==> config.mk <==
export PLATFORM = sky130hd
export DESIGN_NAME = exu_top
export DESIGN_NICKNAME = d
export VERILOG_FILES = /design/src/defs_pkg.sv /design/src/exu_top.sv /design/src/exu.sv /design/src/exu_regfile.sv /design/src/exu_bru.sv /design/src/exu_alu.sv
export SDC_FILE = /design/constraint.sdc
export NUM_CORES = 2
export LEC_CHECK = 0
export BUFFER_PORTS_ARGS = -buffer_cell sky130_fd_sc_hd__buf_2
export CAP_MARGIN = 25
export CORE_MARGIN = 10
export CORE_UTILIZATION = 45
export DETAILED_ROUTE_END_ITERATION = 10
export HOLD_SLACK_MARGIN = 0.03
export PLACE_DENSITY = 0.6
export SYNTH_ARGS = -nofsm -noshare
export SYNTH_HDL_FRONTEND = slang
export SYNTH_SLANG_ARGS = --single-unit
==> constraint.sdc <==
create_clock -name clk -period 6.02 [get_ports clk]
set_clock_uncertainty 0.2 [all_clocks]
set_input_delay 1.204 -clock clk [delete_from_list [all_inputs] [get_ports clk]]
set_output_delay 1.204 -clock clk [all_outputs]
set_load 0.05 [all_outputs]
==> src/defs_pkg.sv <==
//**************************************************************************
// Widths, operation codes and stage bundles of the RV32 execute slice.
// Imported by every RTL module and by the testbench.
//**************************************************************************
`default_nettype none

package defs_pkg;

  localparam int AluOpWidth    = 4;
  localparam int BranchOpWidth = 3;
  localparam int LsuOpWidth    = 4;
  localparam int RegAddrWidth  = 5;

  //**************************************************************************
  // operation codes
  //**************************************************************************

  typedef enum logic [AluOpWidth-1:0] {
    alu_add    = 4'h0,
    alu_sub    = 4'h1,
    alu_and    = 4'h2,
    alu_or     = 4'h3,
    alu_xor    = 4'h4,
    alu_sll    = 4'h5,
    alu_srl    = 4'h6,
    alu_sra    = 4'h7,
    alu_slt    = 4'h8,
    alu_sltu   = 4'h9,
    alu_pass_b = 4'ha   // lui.
  } alu_op_e;

  typedef enum logic [BranchOpWidth-1:0] {
    br_beq  = 3'h0,
    br_bne  = 3'h1,
    br_blt  = 3'h2,
    br_bge  = 3'h3,
    br_bltu = 3'h4,
    br_bgeu = 3'h5
  } br_op_e;

  //**************************************************************************
  // stage bundles
  //**************************************************************************

  // decoded instruction entering execute.
  typedef struct packed {
    logic                    valid;
    logic [31:1]             pc;         // half-word address.
    logic                    comp;       // compressed.
    logic                    br;
    logic                    br_ataken;  // predicted taken.
    br_op_e                  br_op;
    logic                    alu;
    alu_op_e                 alu_op;
    logic                    use_imm;
    logic                    use_pc;
    logic [31:0]             imm;
    logic [RegAddrWidth-1:0] rs1_addr;
    logic [RegAddrWidth-1:0] rs2_addr;
    logic [RegAddrWidth-1:0] rd_addr;
    logic                    rd_en;
    logic                    lsu;
    logic [LsuOpWidth-1:0]   lsu_op;     // carried only.
  } exu_in_t;

  // memory-stage bundle leaving execute.
  typedef struct packed {
    logic                    valid;
    logic                    comp;
    logic                    br;
    logic                    br_ataken;
    logic                    br_misp;
    logic                    rd_en;
    logic [RegAddrWidth-1:0] rd_addr;
    logic [31:0]             alu_res;
    logic [31:0]             store_data;
    logic                    lsu;
    logic [LsuOpWidth-1:0]   lsu_op;
  } exu_m_t;

endpackage : defs_pkg

`default_nettype wire
==> src/exu_top.sv <==
//**************************************************************************
// Execute slice top: register file, execute control and writeback path.
// Takes one decoded instruction per cycle and returns the m-stage bundle.
//**************************************************************************
`timescale 1ns/100ps
`default_nettype none

module exu_top (
  input  logic              clk,
  input  logic              rst_n,
  input  defs_pkg::exu_in_t in_e,
  output defs_pkg::exu_m_t  out_m
);

  logic [31:0] rs1_data;
  logic [31:0] rs2_data;
  logic        rf_we;

  // no writeback for loads and stores.
  assign rf_we = out_m.valid && out_m.rd_en && !out_m.lsu;

  exu_regfile regfile0 (
    .clk     (clk),
    .rst_n   (rst_n),
    .rs1_addr(in_e.rs1_addr),
    .rs2_addr(in_e.rs2_addr),
    .rs1_data(rs1_data),
    .rs2_data(rs2_data),
    .we      (rf_we),
    .rd_addr (out_m.rd_addr),
    .rd_data (out_m.alu_res)
  );

  exu exu0 (
    .clk     (clk),
    .rst_n   (rst_n),
    .in_e    (in_e),
    .rs1_data(rs1_data),
    .rs2_data(rs2_data),
    .out_m   (out_m)
  );

endmodule : exu_top

`default_nettype wire

==> src/exu.sv <==
//**************************************************************************
// Execute control: operand select, branch check against the prediction,
// result choice and the register into the memory stage.
//**************************************************************************
`timescale 1ns/100ps
`default_nettype none

module exu (
  input  logic                     clk,
  input  logic                     rst_n,
  input  defs_pkg::exu_in_t        in_e,
  input  logic              [31:0] rs1_data,
  input  logic              [31:0] rs2_data,
  output defs_pkg::exu_m_t         out_m
);

  import defs_pkg::*;

  logic [31:0] pc_byte;
  logic [31:0] op_a;
  logic [31:0] op_b;
  logic [31:0] alu_out;
  logic        br_taken;
  logic        br_misp;
  logic [31:0] fall_through;
  logic [31:0] res_next;
  exu_m_t      m_next;

  //**************************************************************************
  // operands and datapath
  //**************************************************************************

  assign pc_byte = {in_e.pc, 1'b0};
  assign op_a    = in_e.use_pc ? pc_byte : rs1_data;
  assign op_b    = in_e.use_imm ? in_e.imm : rs2_data;

  exu_alu alu0 (
    .a     (op_a),
    .b     (op_b),
    .alu_op(in_e.alu_op),
    .res   (alu_out)
  );

  exu_bru bru0 (
    .en   (in_e.br),
    .br_op(in_e.br_op),
    .a    (rs1_data),
    .b    (rs2_data),
    .taken(br_taken)
  );

  //**************************************************************************
  // misprediction and result
  //**************************************************************************

  assign br_misp      = in_e.valid && in_e.br && (br_taken != in_e.br_ataken);
  assign fall_through = pc_byte + (in_e.comp ? 32'd2 : 32'd4);  // next sequential pc.
  assign res_next     = br_misp ? fall_through : alu_out;

  always_comb begin
    m_next            = '0;
    m_next.valid      = in_e.valid;
    m_next.comp       = in_e.comp;
    m_next.br         = in_e.br;
    m_next.br_ataken  = in_e.br_ataken;
    m_next.br_misp    = br_misp;
    m_next.rd_en      = in_e.rd_en;
    m_next.rd_addr    = in_e.rd_addr;
    m_next.alu_res    = res_next;
    m_next.store_data = rs2_data;
    m_next.lsu        = in_e.lsu;
    m_next.lsu_op     = in_e.lsu_op;
  end

  // e to m stage register.
  always_ff @(posedge clk or negedge rst_n) begin
    if (!rst_n) begin
      out_m <= '0;
    end else begin
      out_m <= m_next;
    end
  end

endmodule : exu

`default_nettype wire

==> src/exu_regfile.sv <==
//**************************************************************************
// 32 x 32 integer register file, two async read ports and one write port.
// x0 always reads zero. No write-to-read bypass.
//**************************************************************************
`timescale 1ns/100ps
`default_nettype none

module exu_regfile (
  input  logic                              clk,
  input  logic                              rst_n,
  input  logic [defs_pkg::RegAddrWidth-1:0] rs1_addr,
  input  logic [defs_pkg::RegAddrWidth-1:0] rs2_addr,
  output logic [                      31:0] rs1_data,
  output logic [                      31:0] rs2_data,
  input  logic                              we,
  input  logic [defs_pkg::RegAddrWidth-1:0] rd_addr,
  input  logic [                      31:0] rd_data
);

  import defs_pkg::*;

  logic [31:0] regs [2**RegAddrWidth];

  always_ff @(posedge clk or negedge rst_n) begin
    if (!rst_n) begin
      for (int i = 0; i < 2**RegAddrWidth; i++) begin
        regs[i] <= '0;
      end
    end else if (we && (rd_addr != '0)) begin  // x0 is not writable.
      regs[rd_addr] <= rd_data;
    end
  end

  assign rs1_data = (rs1_addr == '0) ? '0 : regs[rs1_addr];
  assign rs2_data = (rs2_addr == '0) ? '0 : regs[rs2_addr];

endmodule : exu_regfile

`default_nettype wire

==> src/exu_bru.sv <==
//**************************************************************************
// Branch condition evaluator for the six RV32I conditional branches.
// Output is low whenever the enable is clear.
//**************************************************************************
`timescale 1ns/100ps
`default_nettype none

module exu_bru (
  input  logic                    en,
  input  defs_pkg::br_op_e        br_op,
  input  logic             [31:0] a,
  input  logic             [31:0] b,
  output logic                    taken
);

  import defs_pkg::*;

  logic eq;
  logic lt;
  logic ltu;

  assign eq  = (a == b);
  assign lt  = ($signed(a) < $signed(b));
  assign ltu = (a < b);

  always_comb begin
    taken = 1'b0;
    if (en) begin
      case (br_op)
        br_beq:  taken = eq;
        br_bne:  taken = !eq;
        br_blt:  taken = lt;
        br_bge:  taken = !lt;
        br_bltu: taken = ltu;
        br_bgeu: taken = !ltu;
        default: taken = 1'b0;
      endcase
    end
  end

endmodule : exu_bru

`default_nettype wire

==> src/exu_alu.sv <==
//**************************************************************************
// Combinational RV32I integer ALU used by the execute stage.
//**************************************************************************
`timescale 1ns/100ps
`default_nettype none

module exu_alu (
  input  logic               [31:0] a,
  input  logic               [31:0] b,
  input  defs_pkg::alu_op_e         alu_op,
  output logic               [31:0] res
);

  import defs_pkg::*;

  logic [4:0] shamt;

  assign shamt = b[4:0];  // rv32 shift range.

  always_comb begin
    case (alu_op)
      alu_add:    res = a + b;
      alu_sub:    res = a - b;
      alu_and:    res = a & b;
      alu_or:     res = a | b;
      alu_xor:    res = a ^ b;
      alu_sll:    res = a << shamt;
      alu_srl:    res = a >> shamt;
      alu_sra:    res = $unsigned($signed(a) >>> shamt);
      alu_slt:    res = {31'b0, $signed(a) < $signed(b)};
      alu_sltu:   res = {31'b0, a < b};
      alu_pass_b: res = b;
      default:    res = '0;  // unused codes.
    endcase
  end

endmodule : exu_alu

`default_nettype wire

==> flow_metrics.tcl <==
set metrics [dict create \
    cts_buffers 130 \
    grt.overflow.total 0 \
    clk_latency_ps 780 \
    cts-root-buf "clkbuf_16" \
    die_x_um 411 \
    r2r-start "regfile0.regs[298]" \
    ys.flop_type "dfrtp_1" \
    status "completed" \
    htreeDepth 4 \
    crit_top_cell "a21o_1" \
    first_iter_violations 6186 \
    path_cells "buf_8, mux4_2, mux2_2, a221oi_1, a211o_1, o21ai_0, buf_4, ha_1, a21o_1, a21o_1, a21o_1, a41oi_1, a21oi_4, buf_4, a21bo_2, a31o_2, a221o_1, nand2_1, nand4_1, a22o_1" \
    met1_usage_pct 43.4 \
    end_kind "flop" \
    grt_max_degree 121 \
    grtUsageTotal_pct 32.0 \
    place.port_buffers 178 \
    synthesis.area_um2 68700 \
    met3_usage_pct 7.29 \
    path_buf_inv 3 \
    hpwl_um 197000 \
    gp_congestion 1.02 \
    ys_ff_latch 1104 \
    irDropWorstVdd_mv 0.275 \
    max-slew-margin-rel_pct 22.7 \
    core_area_um2 152000 \
    nets 6744 \
    grt_use_met2_pct 48.4 \
    postRouteAntennaNets 0 \
    min_path_type "flop to flop" \
    synth_edf_count 0 \
    clockBufferDepth 3 \
    antenna_found_initial 12 \
    drc 0 \
    slew_viol_final 0 \
    boundaryPins 180 \
    rsz0062_at_grt "yes" \
    vias 55864 \
    crit_fanout 10 \
    cp.arrival_ps 6440 \
    rr_worst_depth 19 \
    p_leak_uw 0.0399 \
    worst_slack_ps 3.68 \
    layout_common_cells "dfrtp_1 (1,104), mux2_2 (1,060), buf_4 (963), mux2i_1 (562), mux4_2 (302)" \
    powerDensity_nw_per_um2 263 \
    holdPathEnd "regfile0.regs[1018]" \
    critPathKind "primary input to flop" \
    crit_cells 20 \
    ys_types 106 \
    crit_required_ps 6440 \
    r2r_slack_ps 270 \
    drive_above_1_share_pct 44.7 \
    seq_area_frac_synth_pct 40.2 \
    regArea_um2 27600 \
    multi_input_area_um2 38200 \
    fin_crit_sh_pct 99.9 \
    period_minus_slack_ps 6020 \
    maxCapViolCount 0 \
    cts_hold_buf 0 \
    clk_pin_slew_worst_paths_ps 60 \
    vias_per_cell 6.46 \
    setup_violations 0 \
    syn2layout_area_growth_pct 21.3 \
    grt_pass1_wl_um 399000 \
    clock_sinks 1104 \
    detailedPlace.worstSlack_ps -1070 \
    start_kind "primary input" \
    min_path_cells 0 \
    grt_busiest_layer "met2" \
    grt_pass1_vias 55786 \
    worst_slew_pin_slew_ps 1160 \
    dieArea_um2 169000 \
    instances_no_fill 8641 \
    wire_per_inst_um 32.2 \
    nFillCells 13125 \
    die_height_um 411 \
    num_rows 143 \
    cts_tree "built" \
    crit_slowest_cell "a221oi_1" \
    drt-pass1-iter-count 7 \
    start_util_pct 45.3 \
    mostFrequentLayoutCell "dfrtp_1" \
    postSynthAreaPerCell_um2 12.0 \
    synthCells 5704 \
    reg2reg_to "exu0.out_m[58]" \
    wl_um 278000 \
    fmax_mhz 166 \
    async_flop_share_pct 100 \
    hold_violations 0 \
    placed_cells 8397 \
    slowest_delay_ps 770 \
    cp_top_family "compound AO/OA/AOI/OAI gates" \
    yosysWarnings 0 \
    syn-num-nets 5941 \
    hold_path_startpoint "regfile0.regs[1018]" \
]
[timing repair]
action | 4_1_cts | 5_1_grt
resized for setup | 2 | 38
gates cloned | 0 | 0
setup buffers | 0 | 6
pin swaps | 0 | 1
setup endpoints to repair | 15 | 32
[state kept, by name, indices dropped and copies added (netlist names)]
signal / flops
exu0.out_m: 80
regfile0.regs: 1024
[through the flow]
stage,hold slack [ps],power (uW),TNS (ps),cell area (um^2),utilization (%)
after CTS,201,21900,0,83000,54.7
final,200,21900,0,83300,54.9
after global routing,213,22600,-4.07,83300,54.9
after detailed placement,188,13800,-25850,78700,51.9
after floorplan,245,11300,-43.5,69000,-
after global placement,184,13600,-24480,78500,51.7
[cell usage after synthesis (39+ instances only)]
master	n	share of area (%)
ha_1	134	2.4
a21oi_1	200	1.5
nand2_1	261	1.4
a211oi_1	51	0.56
o22ai_1	66	0.60
nor3_1	68	0.50
buf_6	39	0.64
dfrtp_1	1104	40
clkbuf_1	314	1.7
a31oi_1	43	0.39
buf_2	64	0.47
mux2i_1	562	8.2
xnor2_1	41	0.52
nand3_1	45	0.33
nor2_1	156	0.85
mux2_2	1060	17
mux4_2	302	9.9
a22oi_1	160	1.7
a221oi_1	58	0.74
buf_4	53	0.58
o221ai_1	76	0.97
inv_1	124	0.68
o21ai_0	102	0.74
buf_1	86	0.47
[per-layer routing]
layer / wire [um] / share of wire [%]
met5: 80 / 0.029
met4: 15400 / 5.5
met3: 24800 / 8.9
met2: 124000 / 44
met1: 114000 / 41
[final cells by class]
| type | instances | area share [%] |
|---|---|---|
| multi-input combinational | 3898 | 45.9 |
| sequential | 1104 | 33.2 |
| timing repair buffer | 1236 | 12.1 |
| clock buffer | 188 | 4.58 |
| tap | 2030 | 3.05 |
| clock inverter | 46 | 0.617 |
| inverter | 137 | 0.617 |
| antenna | 2 | 0.00601 |
[logic make-up (layout without fill, tap and decap cells)]
kind of cell	count (synthesis)	in the layout	synth area share [%]
buffers and inverters	702	1607	4.83
and+or+nand+nor	711	711	4.86
DFF	1104	1104	40.2
adders and majority gates	137	137	2.53
muxes	1930	1930	35.6
AOI/OAI and AO/OA	1072	1072	11.4
other	0	2	0
xor gates and xnor gates	48	48	0.612
[power breakdown]
group	total [uW]	internal [uW]	switching, uW
logic	5440	2310	3130
clock network	8090	4730	3360
registers	8380	7960	421
total	21900	15000	6910
[worst max path at each step]
stage | slack (ps) | to | from
after floorplan | -40 | exu0.out_m[68] | in_e[11]
after global placement | -1100 | exu0.out_m[37] | in_e[16]
after detailed placement | -1070 | exu0.out_m[37] | in_e[16]
after CTS | 0.4 | exu0.out_m[68] | in_e[11]
after global routing | -4 | exu0.out_m[63] | in_e[16]
final | 4 | exu0.out_m[58] | in_e[11]
Power figures use the tool's default switching activity.
